File: src/rtl/fpga_svc_macros.svh
`ifndef FPGA_SVC_MACROS_SVH
`define FPGA_SVC_MACROS_SVH

// Bus word width
`define SVC_DATA_W 32

// Decoded register address bits, byte offsets 0x00 to 0x1C
`define SVC_ADDR_W 5

// Log character FIFO entries
`define LOG_DEPTH 16

// TRNG word FIFO entries
`define ITRNG_DEPTH 8

// Nibbles handed out per TRNG word
`define NIBBLES_PER_WORD 8

`endif

File: src/rtl/fpga_svc_pkg.sv
`include "fpga_svc_macros.svh"

package fpga_svc_pkg;

    typedef logic [`SVC_DATA_W-1:0] word_t;
    typedef logic [7:0]             char_t;   // One log character
    typedef logic [3:0]             nibble_t; // One TRNG nibble

    // Service register map, byte offsets
    typedef enum logic [`SVC_ADDR_W-1:0] {
        REG_CONTROL      = 5'h00, // bit0 core_rst_b, bit1 core_pwrgood
        REG_ITRNG_DIV    = 5'h04,
        REG_CYCLE_COUNT  = 5'h08, // Read only
        REG_LOG_DATA     = 5'h0C, // Read pops the log FIFO
        REG_LOG_STATUS   = 5'h10,
        REG_ITRNG_DATA   = 5'h14, // Write pushes a word
        REG_ITRNG_STATUS = 5'h18  // bit2 write flushes
    } reg_addr_e;

    // Per-channel AXI-Lite state
    typedef enum logic {
        AXIL_IDLE,
        AXIL_RESP
    } axil_state_e;

    typedef enum logic [1:0] {
        RESP_OKAY = 2'b00
    } axi_resp_e;

endpackage

File: src/rtl/svc_fifo_if.sv
`timescale 1ns/1ps

// Register block view of the log character FIFO
interface log_fifo_if;
    fpga_svc_pkg::char_t head;
    logic                empty;
    logic                full;
    logic                pop; // One cycle per accepted data read

    modport regs (input head, input empty, input full, output pop);
    modport fifo (output head, output empty, output full, input pop);
endinterface

// Register block view of the TRNG feeder
interface itrng_fifo_if;
    logic                push;
    fpga_svc_pkg::word_t push_word;
    logic                flush;
    fpga_svc_pkg::word_t divisor; // Throttle reload value
    logic                empty;
    logic                full;

    modport regs (
        output push, output push_word, output flush, output divisor,
        input empty, input full
    );
    modport feeder (
        input push, input push_word, input flush, input divisor,
        output empty, output full
    );
endinterface

File: src/rtl/log_char_fifo.sv
`timescale 1ns/1ps
`include "fpga_svc_macros.svh"

module log_char_fifo (
    input  logic                core_clk,
    input  logic                hwif_out,
    input  logic                log_char_valid,
    input  fpga_svc_pkg::char_t log_char,
    log_fifo_if.fifo            log
);

    localparam int PTR_W = $clog2(`LOG_DEPTH);

    fpga_svc_pkg::char_t mem [`LOG_DEPTH];
    logic [PTR_W-1:0]    wr_ptr;
    logic [PTR_W-1:0]    rd_ptr;
    logic [PTR_W:0]      count;
    logic                do_push;
    logic                do_pop;

    assign log.empty = (count == '0);
    assign log.full  = (count == (PTR_W+1)'(`LOG_DEPTH));

    // Characters arriving while full are lost
    assign do_push = log_char_valid && !log.full;
    assign do_pop  = log.pop && !log.empty; // Pop on empty is ignored

    // Fall-through head
    assign log.head = mem[rd_ptr];

    always_ff @(posedge core_clk) begin
        if (do_push) begin
            mem[wr_ptr] <= log_char;
        end
    end

    always_ff @(posedge core_clk or negedge hwif_out) begin
        if (!hwif_out) begin
            wr_ptr <= '0;
            rd_ptr <= '0;
            count  <= '0;
        end else begin
            if (do_push) begin
                wr_ptr <= wr_ptr + 1'b1;
            end
            if (do_pop) begin
                rd_ptr <= rd_ptr + 1'b1;
            end
            // Simultaneous push and pop leave the count alone
            case ({do_push, do_pop})
                2'b10:   count <= count + 1'b1;
                2'b01:   count <= count - 1'b1;
                default: count <= count;
            endcase
        end
    end

endmodule

File: src/rtl/itrng_feeder.sv
`timescale 1ns/1ps
`include "fpga_svc_macros.svh"

module itrng_feeder (
    input  logic                  core_clk,
    input  logic                  hwif_out,
    input  logic                  etrng_req,
    output logic                  itrng_valid,
    output fpga_svc_pkg::nibble_t itrng_data,
    itrng_fifo_if.feeder          itrng
);

    localparam int PTR_W = $clog2(`ITRNG_DEPTH);
    localparam int NIB_W = $clog2(`NIBBLES_PER_WORD);
    localparam int NIB_BITS = $bits(fpga_svc_pkg::nibble_t);
    localparam logic [NIB_W-1:0] LAST_NIB = NIB_W'(`NIBBLES_PER_WORD - 1);

    fpga_svc_pkg::word_t mem [`ITRNG_DEPTH];
    logic [PTR_W-1:0]    wr_ptr;
    logic [PTR_W-1:0]    rd_ptr;
    logic [PTR_W:0]      count;
    logic [NIB_W-1:0]    nib_idx;  // Next nibble of the oldest word
    fpga_svc_pkg::word_t div_cnt;  // Throttle down-counter
    logic                do_push;
    logic                grant;
    logic                retire;

    assign itrng.empty = (count == '0);
    assign itrng.full  = (count == (PTR_W+1)'(`ITRNG_DEPTH));

    // Push while full is dropped here
    assign do_push = itrng.push && !itrng.full && !itrng.flush;

    // One nibble per zero count, only with a request and data on hand
    assign grant  = (div_cnt == '0) && etrng_req && !itrng.empty && !itrng.flush;
    assign retire = grant && (nib_idx == LAST_NIB);

    always_ff @(posedge core_clk or negedge hwif_out) begin
        if (!hwif_out) begin
            div_cnt <= '0;
        end else if (div_cnt == '0) begin
            div_cnt <= itrng.divisor; // Reload on the zero cycle
        end else begin
            div_cnt <= div_cnt - 1'b1;
        end
    end

    always_ff @(posedge core_clk) begin
        if (do_push) begin
            mem[wr_ptr] <= itrng.push_word;
        end
    end

    always_ff @(posedge core_clk or negedge hwif_out) begin
        if (!hwif_out) begin
            wr_ptr  <= '0;
            rd_ptr  <= '0;
            count   <= '0;
            nib_idx <= '0;
        end else if (itrng.flush) begin
            // Drop all words and restart at nibble 0
            wr_ptr  <= '0;
            rd_ptr  <= '0;
            count   <= '0;
            nib_idx <= '0;
        end else begin
            if (do_push) begin
                wr_ptr <= wr_ptr + 1'b1;
            end
            if (grant) begin
                nib_idx <= retire ? '0 : nib_idx + 1'b1;
            end
            if (retire) begin
                rd_ptr <= rd_ptr + 1'b1; // Word fully consumed
            end
            case ({do_push, retire})
                2'b10:   count <= count + 1'b1;
                2'b01:   count <= count - 1'b1;
                default: count <= count;
            endcase
        end
    end

    // Valid pulse one cycle after the grant
    always_ff @(posedge core_clk or negedge hwif_out) begin
        if (!hwif_out) begin
            itrng_valid <= 1'b0;
        end else begin
            itrng_valid <= grant;
        end
    end

    // Lowest nibble first
    always_ff @(posedge core_clk) begin
        if (grant) begin
            itrng_data <= mem[rd_ptr][{nib_idx, 2'b00} +: NIB_BITS];
        end
    end

endmodule

File: src/rtl/svc_regs.sv
`timescale 1ns/1ps
`include "fpga_svc_macros.svh"

module svc_regs (
    input  logic                    core_clk,
    input  logic                    hwif_out,
    input  logic                    s_awvalid,
    output logic                    s_awready,
    input  logic [`SVC_ADDR_W-1:0]  s_awaddr,
    input  logic                    s_wvalid,
    output logic                    s_wready,
    input  fpga_svc_pkg::word_t     s_wdata,
    output logic                    s_bvalid,
    input  logic                    s_bready,
    output fpga_svc_pkg::axi_resp_e s_bresp,
    input  logic                    s_arvalid,
    output logic                    s_arready,
    input  logic [`SVC_ADDR_W-1:0]  s_araddr,
    output logic                    s_rvalid,
    input  logic                    s_rready,
    output fpga_svc_pkg::word_t     s_rdata,
    output fpga_svc_pkg::axi_resp_e s_rresp,
    output logic                    core_rst_b,
    output logic                    core_pwrgood,
    log_fifo_if.regs                log,
    itrng_fifo_if.regs              itrng
);

    fpga_svc_pkg::axil_state_e wr_state;
    fpga_svc_pkg::axil_state_e rd_state;
    fpga_svc_pkg::reg_addr_e   wr_addr;
    fpga_svc_pkg::reg_addr_e   rd_addr;
    logic                      wr_accept;
    logic                      rd_accept;
    logic [1:0]                ctrl;        // {pwrgood, rst_b}
    fpga_svc_pkg::word_t       divisor;
    fpga_svc_pkg::word_t       cycle_count;
    fpga_svc_pkg::word_t       rd_mux;

    assign wr_addr = fpga_svc_pkg::reg_addr_e'(s_awaddr);
    assign rd_addr = fpga_svc_pkg::reg_addr_e'(s_araddr);

    // Address and data taken together, only with no response pending
    assign wr_accept = (wr_state == fpga_svc_pkg::AXIL_IDLE) && s_awvalid && s_wvalid;
    assign s_awready = wr_accept;
    assign s_wready  = wr_accept;
    assign s_bvalid  = (wr_state == fpga_svc_pkg::AXIL_RESP);
    assign s_bresp   = fpga_svc_pkg::RESP_OKAY;

    assign rd_accept = (rd_state == fpga_svc_pkg::AXIL_IDLE) && s_arvalid;
    assign s_arready = rd_accept;
    assign s_rvalid  = (rd_state == fpga_svc_pkg::AXIL_RESP);
    assign s_rresp   = fpga_svc_pkg::RESP_OKAY;

    always_ff @(posedge core_clk or negedge hwif_out) begin
        if (!hwif_out) begin
            wr_state <= fpga_svc_pkg::AXIL_IDLE;
        end else if (wr_accept) begin
            wr_state <= fpga_svc_pkg::AXIL_RESP;
        end else if (s_bvalid && s_bready) begin
            wr_state <= fpga_svc_pkg::AXIL_IDLE;
        end
    end

    always_ff @(posedge core_clk or negedge hwif_out) begin
        if (!hwif_out) begin
            rd_state <= fpga_svc_pkg::AXIL_IDLE;
        end else if (rd_accept) begin
            rd_state <= fpga_svc_pkg::AXIL_RESP;
        end else if (s_rvalid && s_rready) begin
            rd_state <= fpga_svc_pkg::AXIL_IDLE;
        end
    end

    // Writable registers, other offsets ignored
    always_ff @(posedge core_clk or negedge hwif_out) begin
        if (!hwif_out) begin
            ctrl    <= '0;
            divisor <= '0;
        end else if (wr_accept) begin
            case (wr_addr)
                fpga_svc_pkg::REG_CONTROL:   ctrl    <= s_wdata[1:0];
                fpga_svc_pkg::REG_ITRNG_DIV: divisor <= s_wdata;
                default: ;
            endcase
        end
    end

    assign core_rst_b   = ctrl[0];
    assign core_pwrgood = ctrl[1];

    // Held at zero while the core sits in reset
    always_ff @(posedge core_clk or negedge hwif_out) begin
        if (!hwif_out) begin
            cycle_count <= '0;
        end else if (!ctrl[0]) begin
            cycle_count <= '0;
        end else begin
            cycle_count <= cycle_count + 1'b1;
        end
    end

    // Side-effect strobes toward the FIFOs
    assign log.pop         = rd_accept && (rd_addr == fpga_svc_pkg::REG_LOG_DATA);
    assign itrng.push      = wr_accept && (wr_addr == fpga_svc_pkg::REG_ITRNG_DATA);
    assign itrng.push_word = s_wdata;
    assign itrng.flush     = wr_accept && (wr_addr == fpga_svc_pkg::REG_ITRNG_STATUS)
                             && s_wdata[2];
    assign itrng.divisor   = divisor;

    always_comb begin
        case (rd_addr)
            fpga_svc_pkg::REG_CONTROL:      rd_mux = fpga_svc_pkg::word_t'(ctrl);
            fpga_svc_pkg::REG_ITRNG_DIV:    rd_mux = divisor;
            fpga_svc_pkg::REG_CYCLE_COUNT:  rd_mux = cycle_count;
            fpga_svc_pkg::REG_LOG_DATA:     rd_mux = fpga_svc_pkg::word_t'({!log.empty, log.head});
            fpga_svc_pkg::REG_LOG_STATUS:   rd_mux = fpga_svc_pkg::word_t'({log.full, log.empty});
            fpga_svc_pkg::REG_ITRNG_STATUS:
                rd_mux = fpga_svc_pkg::word_t'({itrng.full, itrng.empty});
            default:                        rd_mux = '0; // Unmapped and write-only
        endcase
    end

    // Captured on the same edge as the pop
    always_ff @(posedge core_clk) begin
        if (rd_accept) begin
            s_rdata <= rd_mux;
        end
    end

endmodule

File: src/rtl/fpga_svc_top.sv
`timescale 1ns/1ps
`include "fpga_svc_macros.svh"

module fpga_svc_top (
    input  logic                    core_clk,
    input  logic                    hwif_out,
    input  logic                    s_awvalid,
    output logic                    s_awready,
    input  logic [`SVC_ADDR_W-1:0]  s_awaddr,
    input  logic                    s_wvalid,
    output logic                    s_wready,
    input  fpga_svc_pkg::word_t     s_wdata,
    output logic                    s_bvalid,
    input  logic                    s_bready,
    output fpga_svc_pkg::axi_resp_e s_bresp,
    input  logic                    s_arvalid,
    output logic                    s_arready,
    input  logic [`SVC_ADDR_W-1:0]  s_araddr,
    output logic                    s_rvalid,
    input  logic                    s_rready,
    output fpga_svc_pkg::word_t     s_rdata,
    output fpga_svc_pkg::axi_resp_e s_rresp,
    input  logic                    log_char_valid,
    input  fpga_svc_pkg::char_t     log_char,
    input  logic                    etrng_req,
    output logic                    itrng_valid,
    output fpga_svc_pkg::nibble_t   itrng_data,
    output logic                    core_rst_b,
    output logic                    core_pwrgood
);

    log_fifo_if   log_if ();
    itrng_fifo_if itrng_if ();

    svc_regs u_regs (
        .core_clk     (core_clk),
        .hwif_out     (hwif_out),
        .s_awvalid    (s_awvalid),
        .s_awready    (s_awready),
        .s_awaddr     (s_awaddr),
        .s_wvalid     (s_wvalid),
        .s_wready     (s_wready),
        .s_wdata      (s_wdata),
        .s_bvalid     (s_bvalid),
        .s_bready     (s_bready),
        .s_bresp      (s_bresp),
        .s_arvalid    (s_arvalid),
        .s_arready    (s_arready),
        .s_araddr     (s_araddr),
        .s_rvalid     (s_rvalid),
        .s_rready     (s_rready),
        .s_rdata      (s_rdata),
        .s_rresp      (s_rresp),
        .core_rst_b   (core_rst_b),
        .core_pwrgood (core_pwrgood),
        .log          (log_if.regs),
        .itrng        (itrng_if.regs)
    );

    // Character source from the core side
    log_char_fifo u_log_fifo (
        .core_clk       (core_clk),
        .hwif_out       (hwif_out),
        .log_char_valid (log_char_valid),
        .log_char       (log_char),
        .log            (log_if.fifo)
    );

    itrng_feeder u_itrng (
        .core_clk    (core_clk),
        .hwif_out    (hwif_out),
        .etrng_req   (etrng_req),
        .itrng_valid (itrng_valid),
        .itrng_data  (itrng_data),
        .itrng       (itrng_if.feeder)
    );

endmodule

File: config.mk
export PLATFORM = sky130hd
export DESIGN_NAME = fpga_svc_top
export DESIGN_NICKNAME = d
export VERILOG_FILES = /design/src/rtl/fpga_svc_pkg.sv /design/src/rtl/svc_fifo_if.sv /design/src/rtl/log_char_fifo.sv /design/src/rtl/itrng_feeder.sv /design/src/rtl/svc_regs.sv /design/src/rtl/fpga_svc_top.sv
export VERILOG_INCLUDE_DIRS = /design/src /design/src/rtl
export SDC_FILE = /design/constraint.sdc
export NUM_CORES = 1
export LEC_CHECK = 0
export ABC_AREA = 0
export BUFFER_PORTS_ARGS = -buffer_cell sky130_fd_sc_hd__buf_2
export CAP_MARGIN = 25
export CORE_MARGIN = 8
export CORE_UTILIZATION = 60
export DETAILED_ROUTE_END_ITERATION = 12
export PLACE_DENSITY_LB_ADDON = 0.1
export REMOVE_ABC_BUFFERS = 1
export SYNTH_ARGS = -nofsm -noshare
export SYNTH_HDL_FRONTEND = slang
export SYNTH_SLANG_ARGS = --single-unit
File: constraint.sdc
create_clock -name core_clk -period 10.4 [get_ports core_clk]
set_input_delay 0 -clock core_clk [delete_from_list [all_inputs] [get_ports core_clk]]
set_output_delay 0 -clock core_clk [all_outputs]
set_load 0.01 [all_outputs]
==> impl_metrics.toml, run 1 <==
[status]
status = "finished clean"

[synth]
netlist_area_mm2 = 0.0226
ys_warn_count = 0
synthTopCellsByCount = "420 x edfxtp_1, 127 x dfrtp_1, 106 x mux4_2"
ys_seq_area_share_pct = 69.9
synth-edff-count = 420
synth_top_area_cell = "edfxtp_1"
synthCells = 1344
yosys.area.top_type_share_pct = 55.8
yosys_register_bits = 547
synthFlopType = "edfxtp_1"
synth.most_common_cell = "edfxtp_1"
ys_async_sr_fraction_pct = 23.2
yosys-top-cells-area = "edfxtp_1 56%, dfrtp_1 14%, mux4_2 11%"
avgSynthCellArea_um2 = 16.8
synth_cell_types = 59

[timing]
slew-limit-headroom_pct = 32.2
setup_violations = 0
finalCritPeriodShare_pct = 37.1
timing.setup.tns_ps = 0
fin_skew_ps = 8.59
final_max_slew_viol_count = 0
period_needed_ps = 3860
finalHoldViolCount = 0
grt_setup_unrepaired = "false"
max_clock_freq_mhz = 259
tightestPinTransition_ps = 1010

[cts]
h-tree-depth = 2
cts.sinks = 547
cts_tree = "yes"
ctsRootBufferMaster = "clkbuf_16"
cts-buffers-inserted = 54
clk_latency_ps = 590
cts_setup_buffers = 0
clk_pin_slew_ps = 60
ctsLongestPathBuffers = 3

[global_route]
grt_usage_pct = 22.7
grt_antenna_before_repair = 1
grt_pass1_vias = 13300
grt_max_degree = 61
overflow = 0
grt_first_pass_wirelength_mm = 77.1

[final_layout]
layout-drive-gt1-share_pct = 23.8
final_util_pct = 69.7
stdcell_count = 2069
num_antenna_cells = 0
fillers = 2495
multi_input_area_mm2 = 0.00648
area_delta_synth_final_pct = 15.3
nets = 1593
seq_area_mm2 = 0.0158

[route]
wl_per_cell_um = 23.9
drt-total-wl_mm = 49.5
drc = 0
ant_nets = 0
drt_first_iter_violations = 968
via_count = 12600
via_per_inst = 6.08
dr.pass1.iters = 7

[worst_setup_path]
crit_type = "reg -> reg"
cp_slowest_cell = "nand4_2"
startpoint = "u_itrng.div_cnt[12]$_DFF_PN0_"
cp_max_fo = 23
worstPathRequired_ps = 10870
worst_r2r_path_depth = 11
cp.arrival_ps = 4330
reg2reg_from = "u_itrng.div_cnt[12]$_DFF_PN0_"
cp-end-kind = "flop"
path_cells = "or3_1, nor4_4, nand4_2, nor3_1, ha_1, ha_1, a31oi_1, o22ai_1, nor3_1, xnor2_1, nor2_1"
r2r_end = "u_itrng.count[3]$_DFFE_PN0P_"
r2r_slack_ps = 6540
cp-start-kind = "flop"
endpoint = "u_itrng.count[3]$_DFFE_PN0P_"
crit_path_max_incr_delay_ps = 580

[pwr]
cellPowerDensity_mw_per_mm2 = 194
irDropWorstVdd_mv = 0.184
leakage_nw = 9.21

[floorplanning]
die_area_mm2 = 0.0441
ioPinCount = 107
core_area_mm2 = 0.0374
die-height_um = 210
rows = 71
dieWidth_um = 210
initial_core_util_pct = 60.4

[place]
place_inst = 1910
place_hpwl_mm = 31.0
numPortBuffers = 102
gp_congestion = 0.814

[run]
maxCapViolations = 0

[hold_path]
hold_path_class = "in -> reg"
## cell families after synthesis
kind of cell | share of synthesized area (%)
simple gates | 7.20
other cells | 0.0166
compound gates | 4.68
fa+ha+maj | 1.20
mux | 12.8
buf+inv | 1.90
flops | 69.9
xor+xnor | 2.29
## per-layer routing
metal  routed length, um  track usage [%]  vias to the layer above
met5                   0                0                        -
li1                    -                -                     5627
met4                1130             7.48                        0
met2               26300             39.8                      325
met3                2270             3.40                       78
met1               19900             29.0                     6541
## final cells by class
cell class | count | area share (%)
clock inverter | 32 | 1.14
tap | 511 | 2.45
timing repair buffer | 181 | 4.96
inverter | 30 | 0.432
multi-input combinational | 699 | 24.9
sequential | 547 | 60.6
clock buffer | 69 | 5.52
## state kept, by name, summed over array words and instances (netlist names), 2 cells and up
signal                cells
u_itrng.wr_ptr            3
u_regs.s_rdata           32
u_itrng.nib_idx           3
u_regs.ctrl               2
u_itrng.mem             256
u_log_fifo.mem          128
u_itrng.count             4
u_itrng.rd_ptr            3
u_log_fifo.wr_ptr         4
u_log_fifo.count          5
u_itrng.itrng_data        4
u_itrng.div_cnt          32
u_regs.itrng.divisor     32
u_log_fifo.rd_ptr         4
u_regs.cycle_count       32
## cells in the final DEF (no fill, tap or decap), types with 10 or more instances in the layout
cell           Yosys  layout
buf_4              8      20
nor4_1            16      15
ha_1              20      20
dfrtp_1          127     123
inv_1             30      30
dlygate4sd3_1      0      57
o22ai_1           10      10
mux2_2            35      35
nor3_1            29      22
edfxtp_1         420     420
nand2_1           67      67
xnor2_1           30      30
o21ai_0           57      57
and2_1            28      28
mux4_2           106     106
clkinv_1           0      11
or3_1             12      12
nor2_1            48      42
clkinv_2           0      11
clkbuf_16          0      54
or4_1             13      13
buf_2             16     101
nand4_1           12      12
nand3_1           23      23
a22oi_1           10      10
clkbuf_1          37      12
mux2i_1           12      12
a22o_1            25      25
a21oi_1           18      18
xor2_1            29      29
## metrics by stage
step | setup slack [ps] | total power, mW | instance area, um2 | hold slack, ps
6_report | 6540 | 5.05 | 26100 | 39.3
5_1_grt | 6110 | 5.24 | 26100 | 33.0
4_1_cts | 6550 | 5.08 | 26100 | 3.60
3_5_place_dp | 6560 | 3.17 | 23700 | 37.0
3_3_place_gp | 6690 | 3.15 | 23700 | 43.5
2_1_floorplan | 6160 | 2.98 | 22300 | -296
## report_power, final
group	internal [mW]	total, mW	switching, mW	leakage, nW
Sequential	2.50	2.63	0.128	5.48
Combinational	0.234	0.513	0.279	2.87
Clock	1.10	1.90	0.803	0.852
Total	3.84	5.05	1.21	9.21
## critical path, delay by kind of cell (launching register included)
| kind | cells | cell delay, ps |
|---|---|---|
| flip-flops | 1 | 420 |
| adder cells (fa/ha/maj) | 2 | 610 |
| AND/OR/NAND/NOR | 6 | 2290 |
| XOR/XNOR | 1 | 140 |
| AO/OA/AOI/OAI | 2 | 290 |
## worst min path at each step
stage	slack [ps]	endpoint	startpoint	cells after the start
detailed placement	40	u_regs.s_rvalid$_DFFE_PN0P_	hwif_out	1
global placement	40	u_regs.cycle_count[26]$_DFF_PN0_	hwif_out	1
global route	30	u_regs.s_rdata[1]$_DFFE_PP_	s_araddr[3]	4
floorplan	-300	u_itrng.count[0]$_DFFE_PN0P_	hwif_out	0
finish	40	u_regs.s_rdata[1]$_DFFE_PP_	s_araddr[3]	4
CTS	4	u_regs.s_rdata[1]$_DFFE_PP_	s_araddr[3]	4
## repair_timing
item | in CTS | in global routing
hold endpoints to repair | 505 | 0
hold buffers | 58 | 0
resized for setup | 0 | 0
(Power assumes the default switching activity.)
==> run 2, diff against run 1 <==
==> constraint.sdc (replaced) <==
create_clock -name core_clk -period 3.63 [get_ports core_clk]
set_input_delay 0 -clock core_clk [delete_from_list [all_inputs] [get_ports core_clk]]
set_output_delay 0 -clock core_clk [all_outputs]
set_load 0.01 [all_outputs]
==> run 2 against run 1 <==
Setup slack lost 6200 ps. Core utilization increased by 0.58 points. Critical path depth stayed put. First-iteration DRC count is 5.9% lower. Critical endpoint unchanged. Critical path type unchanged.
==> impl_metrics.toml, run 2 (synthesized netlist as in run 1, its figures left out) <==
[status]
status = "finished clean"

[place]
numPortBuffers = 102
gp_congestion = 0.794
dp_slack_ps = 366
place_hpwl_mm = 31.7

[final_layout]
nets = 1609
layout_common_cells = "420 x edfxtp_1, 123 x dfrtp_1, 106 x mux4_2, 101 x buf_2, 67 x nand2_1"
layout-drive-gt1-share_pct = 24.6
reg_top3 = "u_itrng.mem (256), u_log_fifo.mem (128)"
largest_register_ffs = 256
fillers = 2481
area_delta_synth_final_pct = 16.3
final_util_pct = 70.3
multi_input_area_mm2 = 0.00648
seq_area_mm2 = 0.0158
regMostFlops = "u_itrng.mem"
mostFrequentLayoutCell = "edfxtp_1"

[timing]
final_max_slew_viol_count = 0
hold_slack_ps = 38.0
tightestPinTransition_ps = 1010
finalHoldViolCount = 0
max_clock_freq_mhz = 306
period_needed_ps = 3270
fin_skew_ps = 15.4
setup_ws_ps = 358
slew-limit-headroom_pct = 32.7
setup_violations = 0
finalCritPeriodShare_pct = 90.1
grt_setup_unrepaired = "false"

[global_route]
grt_first_pass_wirelength_mm = 76.2
grt_antenna_before_repair = 1
grt_max_degree = 60
grt_usage_pct = 22.6
grt_pass1_vias = 13000
overflow = 0

[route]
wl_per_cell_um = 23.7
drt_first_iter_violations = 911
ant_nets = 0
met1Wirelength_mm = 20.3
dr.pass1.iters = 5
top_layer_used = "met4"
drt-total-wl_mm = 49.5
via_per_inst = 6.01
via_count = 12500
drc = 0
wl_met3_mm = 2.16
met2_length_mm = 25.7

[worst_setup_path]
cp-end-kind = "flop"
cp_max_fo = 6
cp.arrival_ps = 3750
cp-start-kind = "flop"
crit_type = "reg -> reg"
worstPathRequired_ps = 4110

[cts]
cts_tree = "yes"
ctsRootBufferMaster = "clkbuf_16"
cts-buffers-inserted = 54
clk_pin_slew_ps = 60
h-tree-depth = 2
clk_latency_ps = 600
ctsLongestPathBuffers = 3
cts.sinks = 547
cts_setup_buffers = 0

[floorplanning]
ioPinCount = 107
initial_core_util_pct = 60.4
dieWidth_um = 210
rows = 71
die_area_mm2 = 0.0441
core_area_mm2 = 0.0374
die-height_um = 210

[pwr]
irDropWorstVdd_mv = 0.520
p_int_mw = 11.2
swShare_pct = 23.6
cellPowerDensity_mw_per_mm2 = 560
p_switching_mw = 3.47
pwr-share-clk_pct = 38.6
seqPwrFrac_pct = 51.5
leakage_nw = 9.33
pwr-share-comb_pct = 9.9

[run]
maxCapViolations = 0

[hold_path]
hold_path_class = "in -> reg"
run 2: worst max-delay path, stage by stage (launching register included):
cell,delay (ps)
dfrtp_1,420
or4_1,580
nor2_1,350
nand4_2,190
nor3_1,310
ha_1,300
ha_1,320
a31oi_1,190
o22ai_1,100
nor3_1,190
xnor2_1,150
nor2_1,50
run 2: what timing repair did:
action | in CTS | in global routing
resized for setup | 0 | 0
hold buffers | 60 | 0
hold endpoints to repair | 566 | 0
run 2: layer usage:
metal	global-route usage (%)	up-vias
met3	2.96	77
met5	0	-
met1	29.2	6491
met4	7.53	0
li1	-	5657
met2	39.6	320
run 2: per-stage QoR:
stage	std cells	instance area [um2]	TNS, ps	total power [mW]
floorplan	1276	22300	-38860	8.53
global placement	1924	23800	0	9.05
detailed placement	1924	23800	0	9.11
CTS	2086	26300	0	14.8
global route	2086	26300	0	15.2
finish	2087	26300	0	14.7
run 2: power by group through the flow:
| stage | Combinational, mW | Sequential, mW | Clock, mW |
|---|---|---|---|
| floorplan | 0.910 | 7.61 | 0 |
| global placement | 1.38 | 7.67 | 0 |
| detailed placement | 1.42 | 7.69 | 0 |
| CTS | 1.48 | 7.57 | 5.77 |
| global route | 1.61 | 7.62 | 5.99 |
| finish | 1.46 | 7.57 | 5.68 |
run 2: path summary, 6_finish.rpt:
path | startpoint | to | slack [ps] | depth (start not counted)
worst max-delay path | u_itrng.div_cnt[22]$_DFF_PN0_ | u_itrng.count[3]$_DFFE_PN0P_ | 360 | 11
worst min register to register | u_log_fifo.count[4]$_DFFE_PN0P_ | u_log_fifo.count[4]$_DFFE_PN0P_ | 500 | 1
worst max register to register | u_itrng.div_cnt[22]$_DFF_PN0_ | u_itrng.count[3]$_DFFE_PN0P_ | 360 | 11
max in group asynchronous | hwif_out | u_log_fifo.rd_ptr[0]$_DFFE_PN0P_ | 2560 | 4
worst min-delay path | s_araddr[3] | u_regs.s_rdata[0]$_DFFE_PP_ | 40 | 4
min in group asynchronous | hwif_out | u_regs.cycle_count[20]$_DFF_PN0_ | 410 | 3
run 2: area by class of cell:
cell class,count,share of cell area (%)
Sequential cell,547,60.1
Tap cell,511,2.43
Timing Repair Buffer,197,5.39
Clock buffer,77,5.71
Antenna cell,1,0.00952
Inverter,30,0.429
Multi-Input combinational cell,699,24.7
Clock inverter,25,1.24
==> run 3, diff against run 2 <==
--- a/config.mk
+++ b/config.mk
@@ -6,12 +6,12 @@
 export SDC_FILE = /design/constraint.sdc
 export NUM_CORES = 1
 export LEC_CHECK = 0
-export ABC_AREA = 0
-export BUFFER_PORTS_ARGS = -buffer_cell sky130_fd_sc_hd__buf_2
+export BUFFER_PORTS_ARGS = -buffer_cell sky130_fd_sc_hd__buf_4
 export CAP_MARGIN = 25
 export CORE_MARGIN = 8
 export CORE_UTILIZATION = 60
 export DETAILED_ROUTE_END_ITERATION = 12
+export GPL_ROUTABILITY_DRIVEN = 1
 export PLACE_DENSITY_LB_ADDON = 0.1
 export REMOVE_ABC_BUFFERS = 1
 export SYNTH_ARGS = -nofsm -noshare
==> run 3 against run 2 <==
Cell count shrank 0.24%. Via count up 1.7%. First-iteration DRC count up 7.7%. Global-route usage is 0.38 points higher. Fmax grew 1.0%.
==> impl_metrics.toml, run 3 (synthesized netlist as in run 1, its figures left out) <==
[status]
status = "finished clean"

[worst_setup_path]
worstPathRequired_ps = 4120
crit_type = "reg -> reg"
cp-end-kind = "flop"
r2r_slack_ps = 390
cp.arrival_ps = 3730
worst_r2r_path_depth = 11
cp-start-kind = "flop"
endpoint = "u_itrng.count[3]$_DFFE_PN0P_"
reg2reg_from = "u_itrng.div_cnt[6]$_DFF_PN0_"
cp_max_fo = 6
startpoint = "u_itrng.div_cnt[6]$_DFF_PN0_"
r2r_end = "u_itrng.count[3]$_DFFE_PN0P_"

[final_layout]
reg_top3 = "u_itrng.mem (256), u_log_fifo.mem (128)"
multi_input_area_mm2 = 0.00646
layout-drive-gt1-share_pct = 24.3
layout_common_cells = "420 x edfxtp_1, 135 x buf_4, 123 x dfrtp_1, 106 x mux4_2, 67 x nand2_1"
num_antenna_cells = 0
seq_area_mm2 = 0.0158
nets = 1611
stdcell_count = 2082
final_util_pct = 70.7
largest_register_ffs = 256
area_delta_synth_final_pct = 17.0
regMostFlops = "u_itrng.mem"
mostFrequentLayoutCell = "edfxtp_1"
fillers = 2359

[floorplanning]
ioPinCount = 107
die_area_mm2 = 0.0441
dieWidth_um = 210
rows = 71
core_area_mm2 = 0.0374
die-height_um = 210
initial_core_util_pct = 60.4

[timing]
tightestPinTransition_ps = 1000
finalHoldViolCount = 0
finalCritPeriodShare_pct = 89.2
period_needed_ps = 3240
grt_setup_unrepaired = "false"
slew-limit-headroom_pct = 33.1
max_clock_freq_mhz = 309
setup_violations = 0
fin_skew_ps = 26.1
setup_ws_ps = 391
final_max_slew_viol_count = 0

[global_route]
grt_first_pass_wirelength_mm = 77.8
grt_antenna_before_repair = 0
grt_max_degree = 86
overflow = 0
grt_usage_pct = 23.0
grt_pass1_vias = 13100

[route]
wl_met3_mm = 2.06
drt_first_iter_violations = 981
via_count = 12800
met2_length_mm = 26.6
wl_per_cell_um = 24.4
met1Wirelength_mm = 20.8
ant_nets = 0
drt-total-wl_mm = 50.7
top_layer_used = "met4"
drc = 0
dr.pass1.iters = 5
via_per_inst = 6.13

[pwr]
p_switching_mw = 3.50
pwr-share-clk_pct = 37.9
cellPowerDensity_mw_per_mm2 = 553
pwr-share-comb_pct = 10.6
swShare_pct = 23.9
leakage_nw = 9.38
total_power_mw = 14.6
irDropWorstVdd_mv = 0.511
p_int_mw = 11.1
seqPwrFrac_pct = 51.5

[place]
place_inst = 1926
numPortBuffers = 102
gp_congestion = 0.795
place_hpwl_mm = 32.0
dp_slack_ps = 408

[cts]
postCtsHoldBufs = 60
ctsRootBufferMaster = "clkbuf_16"
h-tree-depth = 2
cts_tree = "yes"
clk_latency_ps = 610
cts_setup_buffers = 0
cts_resized = 0
cts.sinks = 547
ctsLongestPathBuffers = 3
clk_pin_slew_ps = 60
cts-buffers-inserted = 54

[hold_path]
hold_path_class = "in -> async"

[run]
maxCapViolations = 0
==> run 3: cell count changes in the layout (fill, tap and decap cells not counted), moves of 2 or more <==
cell / before / now
clkinvlp_4: 2 / 0
clkinv_1: 4 / 7
clkbuf_1: 18 / 11
nor3_2: 7 / 3
nor3_1: 22 / 26
clkinv_2: 9 / 13
buf_2: 101 / 0
clkinv_8: 2 / 0
buf_4: 33 / 135
clkbuf_8: 4 / 2
==> run 3: power groups by stage <==
stage / logic, mW / registers [mW] / clock network, mW
after global placement: 1.46 / 7.62 / 0
after floorplan: 0.910 / 7.61 / 0
after detailed placement: 1.50 / 7.65 / 0
after global routing: 1.70 / 7.58 / 5.84
after CTS: 1.56 / 7.53 / 5.62
final: 1.55 / 7.54 / 5.54
==> run 3: metal layers <==
layer	track usage [%]	vias up
li1	-	5643
met1	30.0	6681
met2	40.2	353
met3	2.97	86
met4	7.19	0
met5	0	-
==> run 3: through the flow <==
| stage | hold slack (ps) | instance area [um2] | TNS, ps |
|---|---|---|---|
| finish | 17.3 | 26400 | 0 |
| floorplan | -296 | 22300 | -38860 |
| CTS | 2.49 | 26400 | 0 |
| global route | 42.5 | 26400 | 0 |
| global placement | 106 | 24100 | 0 |
| detailed placement | 103 | 24100 | 0 |
==> run 3: cell type report <==
cell class | instances | area share (%)
timing repair buffer | 199 | 6.37
tap | 511 | 2.42
clock buffer | 68 | 5.47
sequential | 547 | 59.7
inverter | 30 | 0.426
multi-input combinational | 699 | 24.4
clock inverter | 28 | 1.14
==> run 3: how the worst min path moves through the flow <==
stage / startpoint / endpoint / slack, ps
CTS: s_araddr[2] / u_regs.s_rdata[0]$_DFFE_PP_ / 2
global placement: hwif_out / u_regs.s_rvalid$_DFFE_PN0P_ / 110
global route: s_araddr[2] / u_regs.s_rdata[0]$_DFFE_PP_ / 40
finish: hwif_out / u_regs.cycle_count[25]$_DFF_PN0_ / 20
floorplan: hwif_out / u_itrng.count[0]$_DFFE_PN0P_ / -300
detailed placement: hwif_out / u_regs.cycle_count[24]$_DFF_PN0_ / 100
==> run 3: worst max-delay path, cell delays in order (launching register included) <==
cell and delay [ps]:
dfrtp_1 400, or3_1 460, nor3_1 500, nand4_2 200
nor3_1 310, ha_1 300, ha_1 310, a31oi_1 190
o22ai_1 100, nor3_1 180, xnor2_1 140, nor2_1 50
